## src/hdl/arya_isa_pkg.sv

```systemverilog
`default_nettype none

package arya_isa_pkg;

	//////////////////////////////
	// widths
	//////////////////////////////

	localparam int WORD_W     = 32;
	localparam int REG_ADDR_W = 5;
	localparam int OPCODE_W   = 6;

	// datapath word, same width as apb data
	typedef logic [WORD_W-1:0] word_t;
	typedef logic [WORD_W-1:0] inst_t;
	typedef logic [REG_ADDR_W-1:0] reg_addr_t;
	// 256 instruction words
	typedef logic [7:0] imem_addr_t;

	//////////////////////////////
	// instruction format
	//////////////////////////////

	// opcode in the top six bits
	localparam int OPCODE_LSB = 26;
	localparam int RD_LSB     = 21;
	localparam int RS1_LSB    = 16;
	localparam int RS2_LSB    = 11;
	// immediate sits in the low bits
	localparam int IMM_W      = 16;

	typedef enum logic [OPCODE_W-1:0] {
		OP_NOP  = 6'd0,
		OP_ADD  = 6'd1,
		OP_SUB  = 6'd2,
		OP_AND  = 6'd3,
		OP_OR   = 6'd4,
		OP_XOR  = 6'd5,
		OP_ADDI = 6'd8,
		OP_HALT = 6'd63
	} opcode_e;

	// alu function select
	typedef enum logic [2:0] {
		ALU_ADD,
		ALU_SUB,
		ALU_AND,
		ALU_OR,
		ALU_XOR
	} alu_op_e;

endpackage

`default_nettype wire

```

## src/hdl/arya_issue_if.sv

```systemverilog
`timescale 1ns/1ps
`default_nettype none

// one decoded instruction on its way from decode to execute
interface arya_issue_if;

	logic                   valid;
	arya_isa_pkg::alu_op_e  alu_op;
	arya_isa_pkg::word_t    opa;
	// already muxed with the immediate
	arya_isa_pkg::word_t    opb;
	arya_isa_pkg::reg_addr_t rd;
	logic                   wr_en;

	// decode side
	modport issue (
		output valid, alu_op, opa, opb, rd, wr_en
	);

	// execute side, takes every valid item
	modport exec (
		input valid, alu_op, opa, opb, rd, wr_en
	);

endinterface

`default_nettype wire

```

## src/hdl/arya_execute.sv

```systemverilog
`timescale 1ns/1ps
`default_nettype none

module arya_execute (
	input  logic                    clk,
	input  logic                    rst_n,
	arya_issue_if.exec              issue,
	output logic                    wb_en,
	output arya_isa_pkg::reg_addr_t wb_addr,
	output arya_isa_pkg::word_t     wb_data,
	output logic                    pipe_empty
);

	arya_isa_pkg::word_t result;

	//////////////////////////////
	// alu
	//////////////////////////////

	always_comb begin
		case (issue.alu_op)
			arya_isa_pkg::ALU_ADD: result = issue.opa + issue.opb;
			arya_isa_pkg::ALU_SUB: result = issue.opa - issue.opb;
			arya_isa_pkg::ALU_AND: result = issue.opa & issue.opb;
			arya_isa_pkg::ALU_OR:  result = issue.opa | issue.opb;
			arya_isa_pkg::ALU_XOR: result = issue.opa ^ issue.opb;
			default:               result = '0;
		endcase
	end

	//////////////////////////////
	// execute/writeback register
	//////////////////////////////

	always_ff @(posedge clk) begin
		if (!rst_n) begin
			wb_en <= 1'b0;
		end else begin
			wb_en <= issue.valid & issue.wr_en;
		end
	end

	// regfile takes these on the following edge
	always_ff @(posedge clk) begin
		wb_addr <= issue.rd;
		wb_data <= result;
	end

	// nothing in flight past decode
	assign pipe_empty = !issue.valid & !wb_en;

	// a stray X here would corrupt the regfile
	a_wb_en_known: assert property (@(posedge clk) disable iff (!rst_n) !$isunknown(wb_en));

endmodule

`default_nettype wire

```

## src/flat_wrapper.sv

```systemverilog
// flat-port wrapper written by rule: the top's interface ports become plain ports
module arya_execute_flat 
  (clk, rst_n, wb_en, wb_addr, wb_data, pipe_empty, issue_valid, issue_alu_op, issue_opa, issue_opb, issue_rd, issue_wr_en);
  arya_issue_if issue_i ();
  input  logic clk;
  input  logic rst_n;
  output logic wb_en;
  output arya_isa_pkg::reg_addr_t wb_addr;
  output arya_isa_pkg::word_t wb_data;
  output logic pipe_empty;
  input wire logic [$bits(issue_i.valid)-1:0] issue_valid;
  input wire logic [$bits(issue_i.alu_op)-1:0] issue_alu_op;
  input wire logic [$bits(issue_i.opa)-1:0] issue_opa;
  input wire logic [$bits(issue_i.opb)-1:0] issue_opb;
  input wire logic [$bits(issue_i.rd)-1:0] issue_rd;
  input wire logic [$bits(issue_i.wr_en)-1:0] issue_wr_en;
  assign issue_i.valid = issue_valid;
  assign issue_i.alu_op = issue_alu_op;
  assign issue_i.opa = issue_opa;
  assign issue_i.opb = issue_opb;
  assign issue_i.rd = issue_rd;
  assign issue_i.wr_en = issue_wr_en;
  arya_execute u_core (.clk(clk), .rst_n(rst_n), .issue(issue_i), .wb_en(wb_en), .wb_addr(wb_addr), .wb_data(wb_data), .pipe_empty(pipe_empty));
endmodule
```

## config.mk

```make
export PLATFORM = sky130hd
export DESIGN_NAME = arya_execute_flat
export DESIGN_NICKNAME = d
export VERILOG_FILES = /design/src/hdl/arya_isa_pkg.sv /design/src/hdl/arya_issue_if.sv /design/src/hdl/arya_execute.sv /design/src/flat_wrapper.sv
export SDC_FILE = /design/constraint.sdc
export NUM_CORES = 1
export LEC_CHECK = 0
export BUFFER_PORTS_ARGS = -buffer_cell sky130_fd_sc_hd__clkbuf_2
export CAP_MARGIN = 40
export CORE_MARGIN = 3
export CORE_UTILIZATION = 56
export DETAILED_ROUTE_END_ITERATION = 8
export GPL_TIMING_DRIVEN = 0
export PLACE_DENSITY_LB_ADDON = 0.25
export RECOVER_POWER = 25
export SLEW_MARGIN = 0
export SYNTH_ARGS = -nofsm -noshare
export SYNTH_HDL_FRONTEND = slang
export SYNTH_SLANG_ARGS = --single-unit
```

## constraint.sdc

```tcl
create_clock -name clk -period 4.8 [get_ports clk]
set_input_delay 0.48 -clock clk [delete_from_list [all_inputs] [get_ports clk]]
set_output_delay 0.48 -clock clk [all_outputs]
set_load 0.05 [all_outputs]
```

== Yosys cells after proc, flatten, opt, wreduce, memory -nomap -nowiden ==
Cells that the tools add are included.

* $add $sub $neg: 2
* Equality and inequality tests: 4
* Multiplexer cells: 1
* Bitwise gates (word level): 5
* Reduce and logical (&&, ||, !) cells: 3

{| class="wikitable"
|+ Operator list
! kind !! number
|-
| one-hot mux 32 bit (5 select lines) || 1
|-
| adder 32 bit || 1
|-
| bitwise AND 32 bit || 1
|-
| OR 32 bit || 1
|-
| subtractor 32 bit || 1
|-
| XOR 32 bit || 1
|-
| == test 3 x 2 -> 1 bit (second input constant) || 2
|-
| == test 3 x 1 -> 1 bit (second input constant) || 1
|-
| == test 3 bit (second input constant) || 1
|-
| logical NOT 3 bit || 1
|-
| bitwise AND 1 bit || 2
|-
| logical NOT 1 bit || 2
|}

* Register bits after elaboration: 38
* Output and inout bits: 39
* Word-level logic and storage cells: 18

== Longest topological paths before layout ==
* Word-level depth: 2
* Mapped depth: 19

== Worst setup path before layout ==
Ideal clock, no wire load.

* Path kind: input port to flip-flop
* From: input issue_alu_op[2]
* To: register u_core.wb_data[29]
* Data arrival time: 4.038 ns
* Path slack: 0.635 ns
* Stages: 19
* Buffers on the path: 5
* Cell sequence: clkbuf_1 -> or2_2 -> clkbuf_1 -> nor2_1 -> clkbuf_1 -> clkbuf_1 -> a21oi_1 -> xnor2_1 -> ha_1 -> clkbuf_1 -> nand4_1 -> nor2_1 -> o21ai_0 -> o2111ai_2 -> a41oi_2 -> o21ai_2 -> nor2b_4 -> nor3_1 -> or3_1

* Word-level cells in the longest chain between the ends: 2
* Elaborated cells on any way between the ends: 6
* Classes of those cells: eq/ne: 4; mux: 1; reduce/logical: 1

{| class="wikitable"
|+ RTL lines
! what !! RTL line !! RTL
|-
| start: declaration || flat_wrapper.sv:12 || <nowiki>input wire logic [$bits(issue_i.alu_op)-1:0] issue_alu_op;</nowiki>
|-
| == test 3 bit, or another cell as far along || arya_execute.sv:21 || <nowiki>case (issue.alu_op)</nowiki>
|-
| one-hot mux 32 bit (5 select lines) * || arya_execute.sv:21 ||
|-
| named net u_core.result[29] || arya_execute.sv:14 || <nowiki>arya_isa_pkg::word_t result;</nowiki>
|-
| end signal: assignment || arya_execute.sv:46 || <nowiki>wb_data <= result;</nowiki>
|-
| end: declaration || arya_execute.sv:10 || <nowiki>output arya_isa_pkg::word_t wb_data,</nowiki>
|}

Mark *: on every way through the listed nets, which the timed path passes. The rest lies on a longest branch.
A chain may end at the register's enable or synchronous reset.

== Final worst setup path ==
* From: input issue_alu_op[1]
* To: register u_core.wb_data[29]

The elaborated chain is that of the path after synthesis.

==> results.py <==
metrics = {
    "outcome": {
        "run_status": "completed",
    },
    "clock_tree": {
        "clk_pin_slew_ns": 0.08,
        "cts_buffer_depth": 2,
        "cts_hold_buf": 0,
        "cts_tree": "done",
        "cts.sinks": 38,
        "h-tree-depth": 2,
        "cts_root_buf": "clkbuf_8",
        "cts_buffers": 5,
    },
    "global_routing": {
        "grt.total_usage": 0.284,
        "grt_max_degree": 13,
        "gr-total-overflow": 0,
        "grt_pass1_wl_um": 23400,
        "antenna_found_initial": 0,
        "grt_pass1_vias": 4983,
    },
    "place": {
        "place_congestion": 0.951,
        "dp_cells": 866,
        "io_buffers": 113,
        "dp_slack_ns": -0.554,
        "dp_hpwl_um": 11500,
    },
    "cells_and_area": {
        "finish.utilization": 0.686,
        "nets": 941,
        "final_common_cell": "clkbuf_2",
        "final_cell_mix": "100 x clkbuf_2, 96 x ha_1, 76 x inv_1",
        "diodes": 0,
        "area.growth.synth_to_final_pct": 16.3,
        "nFillCells": 752,
        "stdcell_count": 874,
        "layout-drive-gt1-share": 0.169,
    },
    "synthesis": {
        "syn_inst": 648,
        "synth_top_cell_by_area": "ha_1",
        "ys_ff_latch": 38,
        "syn_avg_cell_area_um2": 7.66,
        "ys.flop_type": "dfxtp_1",
        "ys_warn_count": 0,
        "synth.distinct_cells": 64,
        "yosysSeqAreaShare": 0.153,
        "postSynth.asyncResetShare": 0,
        "syn_area_um2": 4970,
        "synth_nets": 821,
        "yosysTopAreaCellShare": 0.242,
        "synth_enable_flop_cells": 0,
        "synthTopCellsByArea": "ha_1 24%, dfxtp_1 15%, xnor2_1 7.8%, inv_1 5.7%, a21oi_1 4.9%",
    },
    "power": {
        "ir_drop_mv": 0.127,
        "p_leak_nw": 2.92,
        "powerDensity_nw_per_um2": 247,
        "finalPower_mw": 1.43,
    },
    "floorplanning": {
        "ioPinCount": 115,
        "chipWidth_um": 100,
        "start_util": 0.590,
        "num_rows": 33,
        "coreArea_um2": 8420,
        "dieArea_um2": 10000,
        "die_h_um": 100,
    },
    "critical_path": {
        "slowest_delay_ns": 0.50,
        "crit_path_end_kind": "flop",
        "critical_path_required_ns": 4.98,
        "cpMostUsedCell": "o211a_1",
        "cp_slowest_cell": "nand2_1",
        "crit_chain": "clkbuf_2 -> clkbuf_1 -> nor2_1 -> nand2_1 -> o21ai_0 -> inv_1 -> ha_1 -> nor2b_1 -> o211a_1 -> nor4b_4 -> o2111ai_2 -> a41oi_2 -> o21ai_2 -> nor2b_4 -> o211a_1 -> or3_1",
        "critPathLaunchType": "primary input",
        "arrival_ns": 4.73,
        "cp_max_fo": 12,
        "crit_type": "primary input to flop",
    },
    "timing": {
        "finalCritPeriodShare": 0.948,
        "hold_violations": 0,
        "relSlewSlack": 0.582,
        "max_freq_mhz": 220,
        "drv_slew": 0,
        "setup_slack_ns": 0.251,
        "tightest_slew_ns": 0.627,
        "setup_viol": 0,
        "min_period_ns": 4.55,
    },
    "min_path": {
        "hold-path-cell-count": 1,
        "hold_path_class": "primary input to flop",
    },
    "job": {
        "max-cap-violations": 0,
    },
    "route": {
        "antenna_left": 0,
        "via_count": 5216,
        "drtIter0Drc": 230,
        "vias_per_cell": 5.97,
        "drc": 0,
        "routedWlPerCell_um": 16.7,
        "firstDrtPassIters": 5,
        "wirelength_um": 14600,
    },
}
power by group:
group          total (mW)  switching, mW  internal (mW)
sequential          0.370         0.0116          0.358
clock               0.286          0.133          0.153
combinational       0.771          0.507          0.264
cell families after synthesis:
logic type	Yosys count	share of synthesized area
AOI/OAI and AO/OA	191	0.252
buffers and inverters	106	0.0804
xor gates and xnor gates	56	0.100
DFF	38	0.153
adders and majority gates	97	0.246
muxes	3	0.00605
and+or+nand+nor	157	0.162
synthesized netlist by cell type (all sizes together) (9+ instances only):
| library cell | count |
|---|---|
| nor2b | 9 |
| clkbuf | 26 |
| xnor2 | 45 |
| nand3 | 11 |
| dfxtp | 38 |
| a211oi | 17 |
| inv | 76 |
| a31oi | 16 |
| a21oi | 49 |
| nor2 | 51 |
| xor2 | 11 |
| a21o | 17 |
| nand4 | 11 |
| nand2 | 41 |
| ha | 96 |
| o21ai | 42 |
per-layer routing:
layer	up-vias	global-route usage	share of wire
met5	-	0	0
met4	0	0.119	0.028
met3	32	0.0306	0.075
met2	239	0.472	0.46
met1	2427	0.374	0.43
li1	2518	-	-
final timing paths:
check,start,end,slack [ns]
setup / recovery,issue_alu_op[1],u_core.wb_data[29],0.25
hold / removal,issue_rd[2],u_core.wb_addr[2],0.27
area by class of cell:
type	count	area, um2	share of cell area
Sequential cell	38	761	0.132
Tap cell	105	131	0.0228
Multi-Input combinational cell	504	3810	0.660
Clock inverter	3	40.0	0.00693
Buffer	29	118	0.0204
Timing Repair Buffer	114	557	0.0964
Clock buffer	5	68.8	0.0119
Inverter	76	285	0.0494
flip-flops by register name, indices dropped and copies added (netlist names):
| register | flops |
|---|---|
| u_core.wb_addr | 5 |
| u_core.wb_en | 1 |
| u_core.wb_data | 32 |
worst max-delay path, delay by kind of cell:
family	cells	cell delay, ns
AOI/OAI and AO/OA	6	1.65
adders and majority gates	1	0.27
buffers and inverters	3	0.43
and+or+nand+nor	6	1.90
through the flow:
step | hold WS, ns | setup TNS (ns) | area, um2
after floorplan | 0.508 | 0 | 4970
after global placement | 0.582 | -3.11 | 5660
after detailed placement | 0.585 | -3.76 | 5660
after CTS | 0.271 | 0 | 5770
after global routing | 0.273 | -0.00648 | 5770
final | 0.275 | 0 | 5770
repair_timing:
item                                    CTS  global route
buffers inserted                          0             1
resized for setup                         2             5
endpoints found under the hold margin     0             0
endpoints found under the setup margin    7             7
pin swaps                                 0             1
gates cloned                              0             0
(Power assumes the default switching activity.)
