### src/hdl/arya_isa_pkg.sv
`default_nettype none

package arya_isa_pkg;

	//////////////////////////////
	// widths
	//////////////////////////////

	localparam int WORD_W     = 32;
	localparam int REG_ADDR_W = 5;
	localparam int OPCODE_W   = 6;

	// datapath word, same width as apb data
	typedef logic [WORD_W-1:0] word_t;
	typedef logic [WORD_W-1:0] inst_t;
	typedef logic [REG_ADDR_W-1:0] reg_addr_t;
	// 256 instruction words
	typedef logic [7:0] imem_addr_t;

	//////////////////////////////
	// instruction format
	//////////////////////////////

	// opcode in the top six bits
	localparam int OPCODE_LSB = 26;
	localparam int RD_LSB     = 21;
	localparam int RS1_LSB    = 16;
	localparam int RS2_LSB    = 11;
	// immediate sits in the low bits
	localparam int IMM_W      = 16;

	typedef enum logic [OPCODE_W-1:0] {
		OP_NOP  = 6'd0,
		OP_ADD  = 6'd1,
		OP_SUB  = 6'd2,
		OP_AND  = 6'd3,
		OP_OR   = 6'd4,
		OP_XOR  = 6'd5,
		OP_ADDI = 6'd8,
		OP_HALT = 6'd63
	} opcode_e;

	// alu function select
	typedef enum logic [2:0] {
		ALU_ADD,
		ALU_SUB,
		ALU_AND,
		ALU_OR,
		ALU_XOR
	} alu_op_e;

endpackage

`default_nettype wire

### src/hdl/arya_pc_counter.sv
`timescale 1ns/1ps
`default_nettype none

module arya_pc_counter #(
	parameter int IMEM_DEPTH = 256
) (
	input  logic                     clk,
	input  logic                     rst_n,
	input  logic                     clear,
	input  logic                     advance,
	output arya_isa_pkg::imem_addr_t pc
);

	// last fetch address before the wrap
	localparam arya_isa_pkg::imem_addr_t PC_LAST = arya_isa_pkg::imem_addr_t'(IMEM_DEPTH - 1);

	always_ff @(posedge clk) begin
		if (!rst_n) begin
			pc <= '0;
		end else if (clear) begin
			pc <= '0;
		end else if (advance) begin
			if (pc == PC_LAST) begin
				pc <= '0;
			end else begin
				pc <= pc + 1'b1;
			end
		end
		// otherwise hold
	end

	// start only comes while the core is stopped
	a_clear_advance: assert property (@(posedge clk) disable iff (!rst_n) !(clear && advance));

endmodule

`default_nettype wire

### config.mk
export PLATFORM = sky130hd
export DESIGN_NAME = arya_pc_counter
export DESIGN_NICKNAME = d
export VERILOG_FILES = /design/src/hdl/arya_isa_pkg.sv /design/src/hdl/arya_pc_counter.sv
export SDC_FILE = /design/constraint.sdc
export NUM_CORES = 1
export LEC_CHECK = 0
export CAP_MARGIN = 25
export CORE_AREA = 2 2 39 41
export CTS_BUF_LIST = sky130_fd_sc_hd__clkbuf_16
export DETAILED_ROUTE_END_ITERATION = 10
export DIE_AREA = 0 0 41 43
export DONT_BUFFER_PORTS = 1
export GPL_TIMING_DRIVEN = 0
export PLACE_DENSITY = 0.45
export SLEW_MARGIN = 20
export SYNTH_ARGS = -nofsm -noshare
export SYNTH_HDL_FRONTEND = slang
export SYNTH_SLANG_ARGS = --single-unit
### constraint.sdc
create_clock -name clk -period 1.25 [get_ports clk]
set_input_delay 0.25 -clock clk [delete_from_list [all_inputs] [get_ports clk]]
set_output_delay 0.25 -clock clk [all_outputs]
set_load 0.005 [all_outputs]
# ---- Word level (Yosys, flattened, before mapping)
# Index checks and enable logic that the tools add are counted.
dict set report op_classes {
  addsub 1
  bitwise 1
  n_mux 1
  n_eq_ne 1
  n_reduce_logical 1
}
# cell n
set op_table {}
lappend op_table {{$add A8 B1 Y8 const B} 1}
lappend op_table {{$eq A8 B8 Y1 const B} 1}
lappend op_table {{$mux W8} 1}
lappend op_table {{$reduce_or A2 Y1} 1}
lappend op_table {{$not A1 Y1} 1}
dict set report totals {
  out_inout_bits 8
  wordCells 6
  register_bits 8
  in_bits 4
}

# ---- Depth between registers and ports, before layout
# Gate-level depths: netlist (run 1).
dict set report logic_depth {
  depth_word 2
  mapped_depth 4
  depth_no_buf 4
}

# ---- Worst setup path after synthesis (run 1)
# OpenSTA, ideal clock, no wires.
dict set report synth_timing {
  path_type {register to register}
  startpoint {reg pc[0]}
  endpoint {reg pc[6]}
  arrival_ns 1.170
  t_required_ns 1.180
  setup_time_ns 0.070
  setup_slack_ns 0.010
  stages_incl_launch_ff 5
  period_less_slack_ns 1.240
  path_buffers 0
  cell_sequence {dfxtp_1 > ha_1 > nand3_2 > or3_1 > a21oi_1}
}
dict set report synth_between {
  elab_chain_cells 2
  elab_cells_between_ends 3
  classes_between {add/sub (1); eq/ne (1); mux (1)}
}
# element line
set synth_lines {}
lappend synth_lines {{start, declared} arya_pc_counter.sv:11} ;# output arya_isa_pkg::imem_addr_t pc
lappend synth_lines {{start signal, assigned} arya_pc_counter.sv:26} ;# pc <= pc + 1'b1;
lappend synth_lines {{$add A8 B1 Y8 or $eq A8 B8 Y1 (tied branches)} {arya_pc_counter.sv:26, arya_pc_counter.sv:23}}
lappend synth_lines {{$mux W8 (*)} arya_pc_counter.sv:23} ;# if (pc == PC_LAST) begin
# Every way passes the cells marked *; elsewhere a longest branch is shown, timed or not.
# A chain may end at the register's enable or synchronous reset.

# ---- Final worst setup path (run 1)
dict set report layout_timing {
  startpoint {reg pc[1]}
  endpoint {reg pc[6]}
}
# Same word-level chain as after synthesis.

==> results of run 1 <==
final cells by class:
| cell class | count | area [sq um] |
|---|---|---|
| well taps | 16 | 20.0 |
| flip-flops and latches | 8 | 170 |
| clock buffers | 3 | 75.1 |
| multi-input cells | 31 | 239 |
| inverters | 1 | 3.75 |
| fillers | 136 | 868 |
| plain buffers | 1 | 7.51 |
power groups by stage:
stage / logic, mW / registers, mW / clock network, mW
after floorplan: 0.0170 / 0.266 / 0
after global placement: 0.0195 / 0.266 / 0
after CTS: 0.0235 / 0.264 / 0.535
after detailed placement: 0.0201 / 0.266 / 0
final: 0.0242 / 0.261 / 0.529
after global routing: 0.0270 / 0.261 / 0.559
timing repair:
action | CTS | global route
pin swaps | 0 | 3
endpoints found under the hold margin | 0 | 0
resized for setup | 6 | 5
endpoints found under the setup margin | 4 | 5
placed cells by master, fill, tap and decap left out, drive strengths merged, types with 2 or more instances in the layout:
cell / instances
dfxtp: 8
nand2: 5
nor2: 5
a21oi: 3
clkbuf: 3
xor2: 2
xnor2: 2
o21ai: 2
or3: 2
nand4: 2
nand3: 2
and4: 2
how the worst min path moves through the flow:
stage / startpoint / to / slack (ns) / cells past startpoint
detailed placement: rst_n / pc[5] / 0.44 / 2
CTS: rst_n / pc[0] / 0.18 / 2
global placement: rst_n / pc[5] / 0.44 / 2
floorplan: rst_n / pc[5] / 0.42 / 2
global route: rst_n / pc[0] / 0.20 / 2
finish: rst_n / pc[0] / 0.18 / 2
layer usage:
metal	global-route usage	vias to the layer above	share of wire
met3	0.0681	4	0.092
li1	-	158	-
met2	0.159	13	0.44
met4	0.100	0	0.033
met1	0.172	145	0.43
met5	0	-	0
cells by family (layout without fill, tap and decap cells):
family,after synthesis,in the layout,share of synthesized area
AOI/OAI and AO/OA,7,7,0.133
DFF,8,8,0.427
xor gates and xnor gates,4,4,0.0934
muxes,1,1,0.0267
adders and majority gates,1,1,0.0333
and+or+nand+nor,18,18,0.257
buffers and inverters,2,5,0.0300
worst max-delay path, cell delays in order, from the launching register on:
cell and delay, ns:
dfxtp_4 0.37, ha_4 0.16, nand3_4 0.10, or3_1 0.31, a21oi_1 0.13
through the flow:
| step | cell area [sq um] | cells | worst slack (ns) | setup TNS (ns) | util |
|---|---|---|---|---|---|
| after global routing | 515 | 60 | 0.0233 | 0 | 0.373 |
| final | 515 | 60 | 0.0977 | 0 | 0.373 |
| after CTS | 503 | 60 | 0.0255 | 0 | 0.363 |
| after detailed placement | 395 | 57 | -0.119 | -0.398 | 0.286 |
| after global placement | 395 | 57 | -0.134 | -0.446 | 0.286 |
| after floorplan | 375 | 41 | 0.0100 | 0 | - |
==> results.py, run 1 <==
metrics = {
    "power": {
        "p_leak_nw": 0.178,
        "power_report.internal_total_mw": 0.679,
        "powerDensity_nw_per_um2": 1580,
        "pwr-share-clk": 0.650,
        "power_mw": 0.814,
        "comb_power_share": 0.030,
        "vdd_drop_max_uv": 982,
        "seqPwrFrac": 0.320,
        "power.switching_mw": 0.135,
        "switching_share": 0.166,
    },
    "setup_path": {
        "worstSetupEndpoint": "pc[6]",
        "reg2reg_to": "pc[6]",
        "crit_fanout": 5,
        "critPathArrivalTime_ns": 1.31,
        "endpoint_kind": "register",
        "path_class": "register to register",
        "r2r_cells": 4,
        "worst_ep_required_time_ns": 1.41,
        "cp-start-kind": "register",
        "worstSetupStartpoint": "pc[1]",
        "rr_startpoint": "pc[1]",
        "regToRegSetupSlack_ns": 0.1,
    },
    "synthesis": {
        "yosysWarnings": 0,
        "netlist.area_leader.share": 0.427,
        "synth_edf_count": 0,
        "synth_flop_cell": "dfxtp_1",
        "ys_seq_area_frac": 0.427,
        "synth_seq_cells": 8,
        "yosysMostFrequentCell": "dfxtp_1",
        "syn_inst": 41,
        "synth_commonest_cells": "8 x dfxtp_1, 5 x nand2_1, 5 x nor2_1, 3 x a21oi_1",
        "yosys.cell_types.count": 19,
        "synth.cell_area_sq_um": 375,
        "synthTopCellsByArea": "dfxtp_1 43%, nand2_1 5.0%, nor2_1 5.0%",
        "netlist.top_cell.by_area": "dfxtp_1",
        "synthArstFlopShare": 0,
        "avgSynthCellArea_sq_um": 9.16,
        "synth_nets": 46,
    },
    "timing": {
        "fmax_mhz": 868,
        "min_period_over_period": 0.922,
        "rsz0062_at_grt": "no",
        "hold-worst-slack_ns": 0.184,
        "worst_pin_slew_ns": 0.293,
        "hold_violations": 0,
        "period_needed_ns": 1.15,
        "finClkSkew_ns": 0.00510,
        "relSlewSlack": 0.804,
        "setup_viol": 0,
        "slew_viol_final": 0,
    },
    "clocking": {
        "h-tree-depth": 1,
        "worst_skew_pair.late_latency_ns": 0.23,
        "cts_root_buffer": "clkbuf_16",
        "cts_max_path_buffers": 2,
        "numCtsBuffers": 3,
        "post_cts_buffers": 0,
        "cts_tree": "yes",
        "cts.hold.buffers_added": 0,
        "clk_pin_slew_ns": 0.04,
        "clkSinkCount": 8,
    },
    "flow_run": {
        "cap_violations": 0,
    },
    "finish": {
        "drive_gt1_frac": 0.295,
        "area_growth_pct": 37.3,
        "largest_reg_flops": 8,
        "reg_top3": "pc: 8 flops",
        "antenna_cells": 0,
        "top_register": "pc",
        "fin_nets": 51,
    },
    "route": {
        "drc": 0,
        "wl_microns": 871,
        "viasPerCell": 5.33,
        "vias": 320,
        "wl_per_cell_microns": 14.5,
        "firstDrtPassIters": 1,
        "postRouteAntennaNets": 0,
        "drtIter0Drc": 0,
    },
    "outcome": {
        "outcome": "completed",
    },
    "place": {
        "place_hpwl_microns": 574,
        "gp_congestion": 0.681,
        "port_buffers": 0,
    },
    "floorplanning": {
        "io_pins": 12,
        "die_y_microns": 43,
        "dieArea_sq_um": 1760,
        "initial_core_util": 0.271,
        "core_area_sq_um": 1380,
        "die_x_microns": 41,
        "rows": 14,
    },
    "global_route": {
        "grt_remaining_overflow": 0,
        "antenna_found_initial": 0,
        "grt_use_total": 0.133,
        "grt_pass1_wl_microns": 1470,
        "grt_pass1_vias": 318,
        "grt_max_degree": 8,
    },
    "hold_path": {
        "hold_path.class": "input port to register",
    },
}
No activity file was read; power rests on OpenSTA's default activity.
==> run 2, diff against run 1 <==
Settings changed: RECOVER_POWER set to 25.
Clock period 1.25 ns to 1.05 ns, I/O delays scaled along.
==> run 2 against run 1 <==
Against the previous run: the run now ends with negative setup slack left; total power increased by 19%; wire length decreased by 6.3%; largest power group unchanged; largest cell class unchanged; clock skew decreased by 0.0032 ns; sequential share of layout area decreased by 0.39 points; critical path depth decreased by 1; via count decreased by 0.63%; utilization increased by 0.99 points; clock-buffer cell count unchanged; first-iteration DRC count increased by 5; combinational power increased by 17%; sequential power increased by 18%; fmax increased by 0.92%.
==> results.py, run 2 (synthesized netlist as in run 1, its figures left out) <==
metrics = {
    "timing": {
        "finClkSkew_ns": 0.00188,
        "hold-worst-slack_ns": 0.139,
        "worst_pin_slew_ns": 0.295,
        "period_needed_ns": 1.14,
        "hold_violations": 0,
        "min_period_over_period": 1.09,
        "slew_viol_final": 0,
        "setup_viol": 6,
        "setup_slack_ns": -0.0918,
        "relSlewSlack": 0.803,
        "fin_setup_tns_ns": -0.331,
        "rsz0062_at_grt": "yes",
        "fmax_mhz": 876,
    },
    "clocking": {
        "cts_max_path_buffers": 2,
        "clk_pin_slew_ns": 0.04,
        "cts_root_buffer": "clkbuf_16",
        "h-tree-depth": 1,
        "worst_skew_pair.late_latency_ns": 0.23,
        "clkSinkCount": 8,
        "cts.hold.buffers_added": 0,
        "cts_tree": "yes",
        "numCtsBuffers": 3,
    },
    "global_route": {
        "grt_use_total": 0.121,
        "grt_pass1_vias": 292,
        "grt_remaining_overflow": 0,
        "grt_max_degree": 8,
        "antenna_found_initial": 0,
        "grt_pass1_wl_microns": 1280,
    },
    "route": {
        "drtIter0Drc": 5,
        "vias": 318,
        "drc": 0,
        "wl_microns": 816,
        "wl_per_cell_microns": 13.4,
        "postRouteAntennaNets": 0,
        "firstDrtPassIters": 4,
        "viasPerCell": 5.21,
    },
    "setup_path": {
        "crit_fanout": 5,
        "rr_startpoint": "pc[4]",
        "critPathArrivalTime_ns": 1.25,
        "endpoint_kind": "register",
        "worst_ep_required_time_ns": 1.16,
        "cp-start-kind": "register",
        "path_class": "register to register",
        "worstSetupStartpoint": "pc[4]",
    },
    "outcome": {
        "outcome": "complete, but fails checks",
        "failed_checks": "negative setup slack",
    },
    "power": {
        "comb_power_share": 0.029,
        "p_leak_nw": 0.183,
        "pwr-share-clk": 0.653,
        "power.switching_mw": 0.164,
        "vdd_drop_max_uv": 842,
        "powerDensity_nw_per_um2": 1830,
        "seqPwrFrac": 0.317,
        "power_report.internal_total_mw": 0.807,
        "switching_share": 0.169,
    },
    "finish": {
        "top_register": "pc",
        "largest_reg_flops": 8,
        "fin_nets": 52,
        "drive_gt1_frac": 0.333,
        "n_fill_cell": 144,
        "regArea_sq_um": 173,
        "area_growth_pct": 41.0,
        "reg_top3": "pc: 8 flops",
        "final_cell_mix": "5 x nand2_1, 5 x nor2_1, 4 x dfxtp_1",
        "antenna_cells": 0,
        "multi_input_area_sq_um": 243,
    },
    "floorplanning": {
        "die_x_microns": 41,
        "core_area_sq_um": 1380,
        "io_pins": 12,
        "die_y_microns": 43,
        "rows": 14,
        "initial_core_util": 0.271,
        "dieArea_sq_um": 1760,
    },
    "hold_path": {
        "hp-start": "rst_n",
        "hold_path.class": "input port to register",
    },
    "flow_run": {
        "cap_violations": 0,
    },
    "place": {
        "gp_congestion": 0.655,
        "port_buffers": 0,
    },
}
==> run 2: layer usage <==
| layer | vias to the layer above | routed length, microns | global-route usage |
|---|---|---|---|
| li1 | 156 | - | - |
| met4 | 0 | 43 | 0.140 |
| met1 | 146 | 340 | 0.133 |
| met3 | 4 | 82 | 0.0628 |
| met5 | - | 0 | 0 |
| met2 | 12 | 349 | 0.144 |
==> run 2: critical path, cell delays in order (launching register included) <==
cell	delay, ns
dfxtp_1	0.43
nand3_2	0.15
o311ai_4	0.34
nor2_1	0.09
==> run 2: worst paths after layout <==
| path | to | slack [ns] | depth (start not counted) |
|---|---|---|---|
| worst max-delay path | pc[0] | -0.09 | 3 |
| worst min-delay path | pc[5] | 0.14 | 2 |
| worst max register to register | pc[0] | -0.09 | 3 |
| worst min register to register | pc[7] | 0.54 | 1 |
==> run 2: what timing repair did <==
item                       4_1_cts  5_1_grt
resized for setup                5        1
buffers inserted                 1        0
setup endpoints to repair        5        7
pin swaps                        2        2
==> run 2: through the flow <==
| step | cell area, sq um | setup slack, ns | power (mW) | cells | util |
|---|---|---|---|---|---|
| finish | 529 | -0.0918 | 0.971 | 61 | 0.382 |
| global route | 529 | -0.144 | 1.00 | 61 | 0.382 |
| CTS | 527 | -0.0733 | 0.985 | 61 | 0.381 |
| floorplan | 413 | -0.0347 | 0.338 | 41 | - |
| detailed placement | 433 | -0.164 | 0.344 | 57 | 0.313 |
| global placement | 433 | -0.135 | 0.343 | 57 | 0.313 |
==> run 2: power groups by stage <==
stage               clock, mW  combinational [mW]  sequential, mW
floorplan                   0              0.0240           0.314
CTS                     0.648              0.0287           0.308
global placement            0              0.0277           0.315
finish                  0.634              0.0284           0.308
detailed placement          0              0.0284           0.315
global route            0.662              0.0327           0.309
==> run 2: final cells by class <==
type | instances | area share
clock buffers | 3 | 0.142
multi-input cells | 31 | 0.459
well taps | 16 | 0.0378
inverters | 1 | 0.00709
flip-flops and latches | 8 | 0.326
plain buffers | 1 | 0.0142
repair buffers | 1 | 0.0142
