<file path="src/hdl/arya_isa_pkg.sv">
`default_nettype none

package arya_isa_pkg;

	//////////////////////////////
	// widths
	//////////////////////////////

	localparam int WORD_W     = 32;
	localparam int REG_ADDR_W = 5;
	localparam int OPCODE_W   = 6;

	// datapath word, same width as apb data
	typedef logic [WORD_W-1:0] word_t;
	typedef logic [WORD_W-1:0] inst_t;
	typedef logic [REG_ADDR_W-1:0] reg_addr_t;
	// 256 instruction words
	typedef logic [7:0] imem_addr_t;

	//////////////////////////////
	// instruction format
	//////////////////////////////

	// opcode in the top six bits
	localparam int OPCODE_LSB = 26;
	localparam int RD_LSB     = 21;
	localparam int RS1_LSB    = 16;
	localparam int RS2_LSB    = 11;
	// immediate sits in the low bits
	localparam int IMM_W      = 16;

	typedef enum logic [OPCODE_W-1:0] {
		OP_NOP  = 6'd0,
		OP_ADD  = 6'd1,
		OP_SUB  = 6'd2,
		OP_AND  = 6'd3,
		OP_OR   = 6'd4,
		OP_XOR  = 6'd5,
		OP_ADDI = 6'd8,
		OP_HALT = 6'd63
	} opcode_e;

	// alu function select
	typedef enum logic [2:0] {
		ALU_ADD,
		ALU_SUB,
		ALU_AND,
		ALU_OR,
		ALU_XOR
	} alu_op_e;

endpackage

`default_nettype wire

</file>
<file path="src/hdl/arya_issue_if.sv">
`timescale 1ns/1ps
`default_nettype none

// one decoded instruction on its way from decode to execute
interface arya_issue_if;

	logic                   valid;
	arya_isa_pkg::alu_op_e  alu_op;
	arya_isa_pkg::word_t    opa;
	// already muxed with the immediate
	arya_isa_pkg::word_t    opb;
	arya_isa_pkg::reg_addr_t rd;
	logic                   wr_en;

	// decode side
	modport issue (
		output valid, alu_op, opa, opb, rd, wr_en
	);

	// execute side, takes every valid item
	modport exec (
		input valid, alu_op, opa, opb, rd, wr_en
	);

endinterface

`default_nettype wire

</file>
<file path="src/hdl/arya_decode.sv">
`timescale 1ns/1ps
`default_nettype none

module arya_decode (
	input  logic                    clk,
	input  logic                    rst_n,
	input  arya_isa_pkg::inst_t     inst,
	input  logic                    issue_en,
	output arya_isa_pkg::reg_addr_t rs1,
	output arya_isa_pkg::reg_addr_t rs2,
	input  arya_isa_pkg::word_t     rs1_data,
	input  arya_isa_pkg::word_t     rs2_data,
	output logic                    halt_seen,
	arya_issue_if.issue             issue
);

	arya_isa_pkg::opcode_e   opcode;
	arya_isa_pkg::reg_addr_t rd;
	arya_isa_pkg::alu_op_e   alu_op;
	arya_isa_pkg::word_t     imm_ext;
	logic alu_inst;
	logic use_imm;
	logic fetch_valid;

	//////////////////////////////
	// field split
	//////////////////////////////

	// straight off the imem output, there is no fetch register
	assign opcode = arya_isa_pkg::opcode_e'(inst[arya_isa_pkg::OPCODE_LSB +: arya_isa_pkg::OPCODE_W]);
	assign rd     = inst[arya_isa_pkg::RD_LSB +: arya_isa_pkg::REG_ADDR_W];
	assign rs1    = inst[arya_isa_pkg::RS1_LSB +: arya_isa_pkg::REG_ADDR_W];
	assign rs2    = inst[arya_isa_pkg::RS2_LSB +: arya_isa_pkg::REG_ADDR_W];

	// sign extend the immediate
	assign imm_ext = {{(arya_isa_pkg::WORD_W - arya_isa_pkg::IMM_W){inst[arya_isa_pkg::IMM_W-1]}},
		inst[arya_isa_pkg::IMM_W-1:0]};

	// opcode to alu function
	always_comb begin
		alu_op   = arya_isa_pkg::ALU_ADD;
		alu_inst = 1'b1;
		use_imm  = 1'b0;
		case (opcode)
			arya_isa_pkg::OP_ADD: alu_op = arya_isa_pkg::ALU_ADD;
			arya_isa_pkg::OP_SUB: alu_op = arya_isa_pkg::ALU_SUB;
			arya_isa_pkg::OP_AND: alu_op = arya_isa_pkg::ALU_AND;
			arya_isa_pkg::OP_OR:  alu_op = arya_isa_pkg::ALU_OR;
			arya_isa_pkg::OP_XOR: alu_op = arya_isa_pkg::ALU_XOR;
			arya_isa_pkg::OP_ADDI: begin
				alu_op  = arya_isa_pkg::ALU_ADD;
				use_imm = 1'b1;
			end
			// nop, halt and unknown codes write nothing
			default: alu_inst = 1'b0;
		endcase
	end

	//////////////////////////////
	// fetch qualify
	//////////////////////////////

	// imem lags the pc by a cycle
	// so the word seen in the first RUN cycle is stale
	always_ff @(posedge clk) begin
		if (!rst_n) begin
			fetch_valid <= 1'b0;
		end else begin
			fetch_valid <= issue_en;
		end
	end

	assign halt_seen = issue_en & fetch_valid & (opcode == arya_isa_pkg::OP_HALT);

	//////////////////////////////
	// decode/execute register
	//////////////////////////////

	always_ff @(posedge clk) begin
		if (!rst_n) begin
			issue.valid <= 1'b0;
		end else begin
			issue.valid <= issue_en & fetch_valid & alu_inst;
		end
	end

	// payload, only meaningful with valid
	always_ff @(posedge clk) begin
		issue.alu_op <= alu_op;
		issue.opa    <= rs1_data;
		issue.opb    <= use_imm ? imm_ext : rs2_data;
		issue.rd     <= rd;
		issue.wr_en  <= alu_inst;
	end

endmodule

`default_nettype wire

</file>
<file path="src/flat_wrapper.sv">
// flat-port wrapper written by rule: the top's interface ports become plain ports
module arya_decode_flat 
  (clk, rst_n, inst, issue_en, rs1, rs2, rs1_data, rs2_data, halt_seen, issue_valid, issue_alu_op, issue_opa, issue_opb, issue_rd, issue_wr_en);
  arya_issue_if issue_i ();
  input  logic clk;
  input  logic rst_n;
  input  arya_isa_pkg::inst_t inst;
  input  logic issue_en;
  output arya_isa_pkg::reg_addr_t rs1;
  output arya_isa_pkg::reg_addr_t rs2;
  input  arya_isa_pkg::word_t rs1_data;
  input  arya_isa_pkg::word_t rs2_data;
  output logic halt_seen;
  output wire logic [$bits(issue_i.valid)-1:0] issue_valid;
  output wire logic [$bits(issue_i.alu_op)-1:0] issue_alu_op;
  output wire logic [$bits(issue_i.opa)-1:0] issue_opa;
  output wire logic [$bits(issue_i.opb)-1:0] issue_opb;
  output wire logic [$bits(issue_i.rd)-1:0] issue_rd;
  output wire logic [$bits(issue_i.wr_en)-1:0] issue_wr_en;
  assign issue_valid = issue_i.valid;
  assign issue_alu_op = issue_i.alu_op;
  assign issue_opa = issue_i.opa;
  assign issue_opb = issue_i.opb;
  assign issue_rd = issue_i.rd;
  assign issue_wr_en = issue_i.wr_en;
  arya_decode u_core (.clk(clk), .rst_n(rst_n), .inst(inst), .issue_en(issue_en), .rs1(rs1), .rs2(rs2), .rs1_data(rs1_data), .rs2_data(rs2_data), .halt_seen(halt_seen), .issue(issue_i));
endmodule
</file>
<file path="config.mk">
export PLATFORM = sky130hd
export DESIGN_NAME = arya_decode_flat
export DESIGN_NICKNAME = d
export VERILOG_FILES = /design/src/hdl/arya_isa_pkg.sv /design/src/hdl/arya_issue_if.sv /design/src/hdl/arya_decode.sv /design/src/flat_wrapper.sv
export SDC_FILE = /design/constraint.sdc
export NUM_CORES = 1
export LEC_CHECK = 0
export BUFFER_PORTS_ARGS = -buffer_cell sky130_fd_sc_hd__buf_2
export CAP_MARGIN = 20
export CORE_MARGIN = 3
export CORE_UTILIZATION = 37
export CTS_CLUSTER_DIAMETER = 30
export DETAILED_ROUTE_END_ITERATION = 8
export PLACE_DENSITY = 0.78
export SYNTH_ARGS = -nofsm -noshare
export SYNTH_HDL_FRONTEND = slang
export SYNTH_SLANG_ARGS = --single-unit
</file>
<file path="constraint.sdc">
create_clock -name clk -period 2.3 [get_ports clk]
set_input_delay 0.115 -clock clk [delete_from_list [all_inputs] [get_ports clk]]
set_output_delay 0.115 -clock clk [all_outputs]
set_load 0.01 [all_outputs]
</file>
Word level (Yosys, flattened, before mapping)
Cells that the tools add are included.
{"block": "totals", "wordCells": 22, "in_bits": 99, "regBits": 75, "output_inout_bits": 85}
{"block": "op_classes", "bitwise_logic": 3, "muxes": 4, "eq_ne": 7, "n_reduce_logical": 1}
{"operator": "two-way mux 32 bit", "count": 1}
{"operator": "equality test 6 x 2 -> 1 bit, second input constant", "count": 2}
{"operator": "equality test 6 x 3 -> 1 bit, second input constant", "count": 2}
{"operator": "one-hot mux 3 bit (4 select lines)", "count": 1}
{"operator": "equality test 6 x 1 -> 1 bit, second input constant", "count": 1}
{"operator": "equality test 6 x 4 -> 1 bit, second input constant", "count": 1}
{"operator": "equality test 6 bit, second input constant", "count": 1}
{"operator": "OR reduction 6 bit", "count": 1}
{"operator": "bitwise AND 1 bit", "count": 3}
{"operator": "two-way mux 1 bit", "count": 2}

Longest topological paths before layout
Gate-level depths: netlist of the first run.
{"block": "depth", "word_depth": 4, "mapped_depth": 6}

Least setup slack after synthesis of the first run
No wires, ideal clock.
{"block": "synth_path", "path_type": "input-to-reg", "from": "input inst[27]", "to": "register u_core.issue.opb[10]", "cell_stages": 6, "t_required_ns": 2.179, "setup_ns": 0.121, "path_slack_ns": 0.648, "path_buffers": 3, "arrival_time_ns": 1.531, "path_cell_list": "buf_6 > or4b_4 > or2_1 > buf_6 > buf_12 > mux2_4"}
{"block": "synth_between", "elab_chain_len": 3}
{"element": "start: declaration", "line_no": "flat_wrapper.sv:7", "source": "input arya_isa_pkg::inst_t inst;"}
{"element": "equality test 6 x 4 -> 1 bit", "line_no": "arya_decode.sv:44", "source": "case (opcode)"}
{"element": "two-way mux 1 bit", "line_no": "arya_decode.sv:44"}
{"element": "two-way mux 32 bit", "line_no": "arya_decode.sv:91", "source": "issue.opb <= use_imm ? imm_ext : rs2_data;"}
{"element": "end signal: assignment", "line_no": "arya_decode.sv:91"}
{"element": "end: declaration", "line_no": "arya_issue_if.sv:17", "source": "output valid, alu_op, opa, opb, rd, wr_en"}
No other way between the ends.
A chain may end at the register's enable or synchronous reset.

Worst setup path after layout of the first run
{"block": "layout_path", "from": "input inst[28]", "to": "register u_core.issue.opb[8]"}
The elaborated chain is that of the path after synthesis.

==> out/results.ini, run 1 <==
[synth]
ys.flop_type = dfxtp_1
synthAdderAreaFrac_pct = 0
synth_top_family_by_area = multiplexers
synth_xor_xnor_area_share_pct = 0.4103
ys_seq_area_share_pct = 70.34
syn_nets = 248
synthTopCellsByCount = dfxtp_1 (75), a21o_1 (17), mux2_4 (13), buf_4 (10), nand2_1 (4)
yosys.area.top_type = dfxtp_1
yosysUniqueCellTypes = 24
syn_area_um2 = 2135
synth_most_common_cell = dfxtp_1
syn_area_per_cell_um2 = 14.33
yosys.area_share.simple_pct = 5.158
synth_seq_cells = 75
synth_compound_area_share_pct = 7.034
synth_top_cells_by_area = dfxtp_1 (70%), mux2_4 (9.1%), a21o_1 (6.0%)
synth_top_area_share_pct = 70.34
synth_edf_count = 0
async_flop_share_pct = 0
synthCells = 149
yosysWarnings = 0
yosys-mux-area-fraction_pct = 10.20

[final_layout]
drive_above_1_share_pct = 52.66
n_antenna_cell = 0
nFillCells = 394
layout.cells.non_filler = 467
layout.nets = 490
area_delta_synth_final_pct = 80.07

[global_routing]
grt_pass1_vias = 2107
overflow = 0
grt_max_degree = 18
grt_usage_pct = 19.42
grt_pass1_wl_um = 9535
grt_antenna_before_repair = 0

[pwr]
ir_worst_vdd_mv = 0.3634
cellLeakagePower_nw = 2.016
power_density_nw_per_um2 = 665.4

[placement]
io_buffers = 173
pre_cts_slack_ns = 0.5707
hpwl_um = 4196
gp_congestion = 0.7592
dp.cells = 381

[run_status]
status = completed

[clock_network]
cts_tree = built
post_cts_resized = 0
clockBufferDepth = 2
cts_buffers = 9
cts_sinks = 75
clock_latency_ns = 0.32
clkTransAtPathRegs_ns = 0.07
cts-htree-levels = 3
cts_root_buf = clkbuf_8

[critical_path]
cp-end-kind = register
crit_type = input pin to register
crit_path_max_fanout = 16
crit_path_start_kind = input pin
crit_slowest_cell = or4b_4
max_stage_delay_ns = 0.56
cp.required_ns = 2.51
arrival_ns = 2.16
crit_path_cell_trace = buf_2 > or4b_4 > or2_1 > buf_4 > mux2_4 > dlygate4sd3_1

[timing]
period_share_pct = 85.04
tns_ns = 0
hold_violations = 0
tightest_slew_ns = 0.2564
fmax_mhz = 511.3
rsz0062_at_grt = false
drv_slew = 0
skew_ns = 0.00004774
worst_slack_ns = 0.3440
fin_crit_ns = 1.956
finalSetupViolCount = 0
worst_slew_margin_rel_pct = 82.90

[route]
met2RoutedLength_um = 3736
m1WireLength_um = 2144
top_layer = met4
via_per_inst = 4.291
wl_per_cell_um = 14.34
vias = 2004
drtAntennaViolNets = 0
drtIter0Drc = 66
drcViolationCount = 0
drt_pre_antenna_iters = 4
drt-total-wl_um = 6696
wl_met3_um = 688

[die]
io_pins = 184
core-area_um2 = 5540
die_h_um = 81.96
start_util_pct = 38.53
rows = 27
die_x_um = 81.96
die-area_um2 = 6717

[job]
maxCapViolCount = 0

[hold_path]
hold_class = input pin to register

-- worst max-delay path: cells and delay by family --
kind / cells / cell delay (ns)
buffers and inverters: 3 / 0.92
and+or+nand+nor: 2 / 0.80
muxes: 1 / 0.32
-- registers in the layout (all words and copies together) (netlist names) --
register,flops
u_core.fetch_valid,1
u_core.issue.alu_op,3
u_core.issue.opa,32
u_core.issue.opb,32
u_core.issue.rd,5
u_core.issue.valid,1
u_core.issue.wr_en,1
-- power by group --
group	switching, mW	total (mW)	internal, mW
registers	0.0171	1.39	1.37
clock network	0.437	0.819	0.382
logic	0.135	0.353	0.218
-- stage by stage --
step	cell area (um2)	hold WS, ns	total power [mW]	utilization [%]
floorplan	2135	0.1427	1.523	-
global route	3844	0.003377	2.671	69.38
CTS	3844	0.0009995	2.587	69.38
global placement	2974	0.2175	1.657	53.68
finish	3844	0.02086	2.558	69.38
detailed placement	2974	0.2186	1.666	53.68
-- per-layer routing --
metal  track usage, %  vias to the layer above
li1                 -                      967
met5                0                        -
met4            9.801                        0
met1            16.55                      910
met3            6.250                       15
met2            39.10                      112
-- area by class of cell --
cell class | count | area, um2 | area share, %
timing repair buffer | 247 | 1599 | 41.60
sequential | 75 | 1501 | 39.06
multi-input combinational | 56 | 486.7 | 12.66
clock buffer | 10 | 127.6 | 3.320
tap | 72 | 90.09 | 2.344
clock inverter | 5 | 31.28 | 0.8138
inverter | 2 | 7.507 | 0.1953
-- logic make-up after synthesis --
kind of cell    Yosys count
mux                      15
compound gates           21
buf+inv                  18
xor+xnor                  1
flops                    75
simple gates             19
-- final timing paths --
kind | startpoint | to | slack (ns) | depth (start not counted)
setup / recovery | inst[28] | u_core.issue.opb[8] | 0.34 | 6
hold reg to reg | u_core.fetch_valid | u_core.issue.valid | 0.56 | 3
hold / removal | rs2_data[1] | u_core.issue.opb[1] | 0.02 | 2
setup reg to reg | u_core.fetch_valid | u_core.issue.valid | 1.39 | 3
-- layout by cell type, fill, tap and decap left out --
cell type	instances
nand2_1	4
clkinv_2	3
and2_1	1
nor2_1	3
inv_1	2
nor3_1	3
clkinv_4	1
mux2_2	2
or2_1	1
a31oi_1	2
buf_4	3
or4b_4	1
or3_1	2
nand4_1	1
mux2_4	13
clkinvlp_4	1
or2_2	1
clkbuf_1	1
nand3b_1	1
buf_2	173
dlygate4sd3_1	71
clkbuf_8	9
a21o_1	17
a21oi_1	1
nor3_2	1
o21ai_0	1
xnor2_1	1
dfxtp_1	75
-- repair_timing --
action                    CTS  global route
hold buffers               71             0
buffers inserted            0             0
hold endpoints to repair   65             0
(Power assumes the default switching activity.)
==> run 2: changes to the inputs <==
Settings changed: CAP_MARGIN 20 to unset, CTS_BUF_LIST set to sky130_fd_sc_hd__clkbuf_4 sky130_fd_sc_hd__clkbuf_8 sky130_fd_sc_hd__clkbuf_16.
==> out/results.ini, run 2 (synthesis gave the netlist of run 1 again) <==
[clock_network]
clock_latency_ns = 0.32
cts_buffers = 9
clkTransAtPathRegs_ns = 0.07
cts_root_buf = clkbuf_8
cts_tree = built
clockBufferDepth = 2
cts-htree-levels = 3
cts_sinks = 75
cts_setup_buffers = 0

[hold_path]
holdPathStages = 2
hold_class = input pin to register

[route]
drcViolationCount = 0
via_per_inst = 4.300
drt-total-wl_um = 6740
drtAntennaViolNets = 0
drtIter0Drc = 66
wl_per_cell_um = 14.43
vias = 2008
drt_pre_antenna_iters = 4

[timing]
skew_ns = 0.00004774
period_share_pct = 85.02
fmax_mhz = 511.4
fin_crit_ns = 1.956
hold_violations = 0
tightest_slew_ns = 0.2566
tns_ns = 0
worst_slew_margin_rel_pct = 82.89
rsz0062_at_grt = false
finalSetupViolCount = 0
drv_slew = 0

[final_layout]
layout.nets = 490
layout_commonest_cell = buf_2
final_cell_mix = buf_2 (173), dfxtp_1 (75), dlygate4sd3_1 (71)
nFillCells = 393
reg_top3 = u_core.issue.opa x32, u_core.issue.opb x32, u_core.issue.rd x5
layout.cells.non_filler = 467
n_antenna_cell = 0
drive_above_1_share_pct = 52.91
area_delta_synth_final_pct = 80.25
design_area_um2 = 3847

[die]
die_h_um = 81.96
io_pins = 184
start_util_pct = 38.53
core-area_um2 = 5540
die_x_um = 81.96
rows = 27
die-area_um2 = 6717

[placement]
io_buffers = 173
dp.cells = 381
hpwl_um = 4196
gp_congestion = 0.7592
dpl_cell_area_um2 = 2974

[global_routing]
grt_pass1_wl_um = 9535
grt_pass1_vias = 2094
grt_max_degree = 18
grt_antenna_before_repair = 0
grt_usage_pct = 19.40
overflow = 0

[critical_path]
arrival_ns = 2.17
critical-path-top-delay-family = buffers and inverters
max_stage_delay_ns = 0.56
cp.required_ns = 2.51
crit_slowest_cell = or4b_4
crit_path_max_fanout = 16
crit_type = input pin to register
cp-end-kind = register
crit_path_cell_trace = buf_2 > or4b_4 > or2_1 > buf_4 > mux2_4 > dlygate4sd3_1
cp.depth = 6
crit_path_start_kind = input pin
path_buf_inv = 3
reg2reg_depth = 3

[job]
maxCapViolCount = 0

[pwr]
cellLeakagePower_nw = 2.019
power_density_nw_per_um2 = 667.8
ir_worst_vdd_mv = 0.3870

[run_status]
status = completed

==> run 2: path summary, 6_finish.rpt <==
kind / startpoint / endpoint / slack, ns
worst min register to register: u_core.fetch_valid / u_core.issue.valid / 0.56
worst max-delay path: inst[28] / u_core.issue.opb[8] / 0.34
worst max register to register: u_core.fetch_valid / u_core.issue.valid / 1.39
worst min-delay path: rs2_data[2] / u_core.issue.opb[2] / 0.02
==> run 2: layout make-up <==
cell class                      count  area (um2)  area share (%)
Timing Repair Buffer              247        1599           41.56
Sequential cell                    75        1501           39.02
Multi-Input combinational cell     56       486.7           12.65
Clock buffer                       10       131.4           3.415
Tap cell                           72       90.09           2.341
Clock inverter                      5       31.28          0.8130
Inverter                            2       7.507          0.1951
==> run 2: timing repair <==
action                                 in CTS  in global routing
hold buffers                               71                  0
setup endpoints to repair                   0                  0
endpoints found under the hold margin      65                  0
gates resized for setup                     0                  0
==> run 2: routing by layer <==
metal	vias up	GRT usage [%]	routed length (um)
met4	0	9.801	153
li1	968	-	-
met3	16	5.702	633
met1	914	16.83	2173
met5	-	0	0
met2	110	39.10	3779
==> run 2: per-stage QoR <==
step           worst slack (ns)  total power, mW  hold slack [ns]  utilization, %
2_1_floorplan            0.6481            1.523           0.1427               -
3_3_place_gp             0.5906            1.657           0.2175           53.68
3_5_place_dp             0.5707            1.666           0.2186           53.68
4_1_cts                  0.3867            2.598        0.0009995           69.44
5_1_grt                  0.2853            2.683         0.004850           69.44
6_report                 0.3445            2.569          0.02089           69.44
==> run 2: power breakdown <==
part	switching, mW	internal, mW	total [mW]
Combinational	0.135	0.218	0.354
Clock	0.436	0.393	0.830
Sequential	0.0177	1.37	1.39
Total	0.589	1.98	2.57
==> run 2: worst register-to-register path, stage by stage (launching register included) <==
cell	delay (ns)
dfxtp_1	0.32
nand2_1	0.06
or3_1	0.31
a31oi_1	0.16
==> run 3: changes to the inputs <==
Settings changed: ABC_AREA set to 1, PLACE_DENSITY 0.78 to 0.79.
==> out/results.ini, run 3 <==
[synth]
syn_area_per_cell_um2 = 10.50
ys.flop_type = dfxtp_1
synth_top_area_share_pct = 71.13
synthTopCellsByCount = dfxtp_1 (75), nand2_1 (54), inv_1 (20), o21ai_0 (13), buf_4 (10)
ys_seq_area_share_pct = 71.13
syn_area_um2 = 2111
synth_edf_count = 0
synth_seq_cells = 75
yosysUniqueCellTypes = 17
async_flop_share_pct = 0
syn_nets = 300
yosys.area.top_type = dfxtp_1
synth_top_cells_by_area = dfxtp_1 (71%), nand2_1 (9.6%), buf_4 (3.6%)
yosysWarnings = 0
synthCells = 201
synth_most_common_cell = dfxtp_1

[route]
drtIter0Drc = 76
via_per_inst = 4.480
drt-total-wl_um = 8364
drcViolationCount = 0
drt_pre_antenna_iters = 4
wl_per_cell_um = 16.18
drtAntennaViolNets = 0
vias = 2316

[final_layout]
utilization_pct = 73.27
layout.nets = 540
layout_commonest_cell = buf_2
reg_top3 = u_core.issue.opa x32, u_core.issue.opb x32, u_core.issue.rd x5
drive_above_1_share_pct = 44.62
nFillCells = 350
seqCellArea_um2 = 1501
final_cell_mix = buf_2 (173), dfxtp_1 (75), dlygate4sd3_1 (71)
area_delta_synth_final_pct = 84.05
multi_input_area_um2 = 407.9

[clock_network]
cts_tree = built
clockBufferDepth = 2
post_cts_resized = 0
cts-htree-levels = 3
cts_sinks = 75
clkTransAtPathRegs_ns = 0.08
cts_buffers = 9
clock_latency_ns = 0.34
cts_root_buf = clkbuf_8

[pwr]
ir_worst_vdd_mv = 0.4141
power_density_nw_per_um2 = 747.0
cellLeakagePower_nw = 2.120

[critical_path]
crit_path_max_fanout = 2
arrival_ns = 1.40
crit_slowest_cell = dlygate4sd3_1
crit_path_cell_trace = dlygate4sd3_1 > buf_2 > nand2_1 > dlygate4sd3_1 > inv_1
crit_path_start_kind = input pin
path_common_cell = dlygate4sd3_1
cp.required_ns = 2.54
cp-end-kind = register
cp.depth = 5
r2r_slack_ns = 1.74
reg2reg_depth = 2
crit_type = input pin to register
max_stage_delay_ns = 0.54
path_buf_inv = 4
critical-path-top-delay-family = buffers and inverters

[die]
die-area_um2 = 6647
rows = 26
die_x_um = 81.53
die_h_um = 81.53
core-area_um2 = 5303
io_pins = 184
start_util_pct = 39.81

[placement]
io_buffers = 173
hpwl_um = 4597
pre_cts_slack_ns = 0.8801
gp_congestion = 0.7327

[timing]
period_share_pct = 50.24
skew_ns = 0.00002315
tightest_slew_ns = 0.4553
fmax_mhz = 865.5
drv_slew = 0
worst_slack_ns = 1.145
tns_ns = 0
worst_slew_margin_rel_pct = 69.57
fin_crit_ns = 1.155
rsz0062_at_grt = false
hold_violations = 0
finalSetupViolCount = 0

[global_routing]
grt_pass1_wl_um = 11900
use_met3_pct = 9.868
gr-usage-met1_pct = 23.05
grt_antenna_before_repair = 0
grt_usage_pct = 24.87
grt_busiest_layer = met2
grt_use_met2_pct = 46.99
overflow = 0
grt_max_degree = 28
grt_pass1_vias = 2356

[hold_path]
hold_class = input pin to register
holdPathStages = 3

[job]
maxCapViolCount = 0

[run_status]
status = completed

[run 3: cell types whose count changed in the layout (fill, tap and decap cells not counted), moves of 4 or more]
cell,change
a21o_1,-17
inv_1,+18
mux2_4,-13
nand2_1,+50
nand3_1,+6
nor2_1,+4
o21ai_0,+12
[run 3: worst min-delay path, stage by stage]
cell and delay, ns:
buf_2 0.09, inv_1 0.06, o21ai_2 0.06
[run 3: final timing paths]
path,start,to
hold reg to reg,u_core.fetch_valid,u_core.issue.valid
setup reg to reg,u_core.fetch_valid,u_core.issue.valid
hold / removal,inst[1],u_core.issue.opb[1]
setup / recovery,rst_n,u_core.fetch_valid
[run 3: metrics by stage]
stage,hold slack (ns),power (mW),area (um2),cells
2_1_floorplan,0.1427,1.518,2111,201
3_3_place_gp,0.2170,1.656,2949,429
3_5_place_dp,0.2190,1.667,2949,429
4_1_cts,0.005614,2.880,3882,516
5_1_grt,0.01707,3.009,3882,516
6_report,0.01851,2.902,3885,517
[run 3: layout make-up]
| type | instances | area share, % |
|---|---|---|
| Multi-Input combinational cell | 89 | 10.50 |
| Clock buffer | 9 | 3.188 |
| Inverter | 21 | 2.029 |
| Clock inverter | 7 | 2.544 |
| Sequential cell | 75 | 38.65 |
| Antenna cell | 1 | 0.06441 |
| Timing Repair Buffer | 245 | 40.77 |
| Tap cell | 70 | 2.254 |
[run 3: timing repair]
item                                    4_1_cts  5_1_grt
buffers inserted                              0        0
hold endpoints to repair                     70        0
hold buffers                                 71        0
endpoints found under the setup margin        0        0
[run 3: logic make-up (layout without fill, tap and decap cells)]
family	after synthesis	count (layout)	share of synthesized area (%)
flops	75	75	71.13
simple gates	73	73	15.00
buf+inv	37	282	9.543
compound gates	16	16	4.327
other cells	0	1	0
[run 3: report_power, final]
group | total, mW | internal, mW | switching (mW)
Combinational | 0.364 | 0.204 | 0.160
Sequential | 1.39 | 1.37 | 0.0222
Clock | 1.15 | 0.619 | 0.529
Total | 2.90 | 2.19 | 0.711
[run 3: routing by layer]
layer | share of wire (%) | up-vias
met5 | 0 | -
met4 | 3.6 | 0
met3 | 9.9 | 37
met2 | 53 | 143
met1 | 33 | 1054
li1 | - | 1082
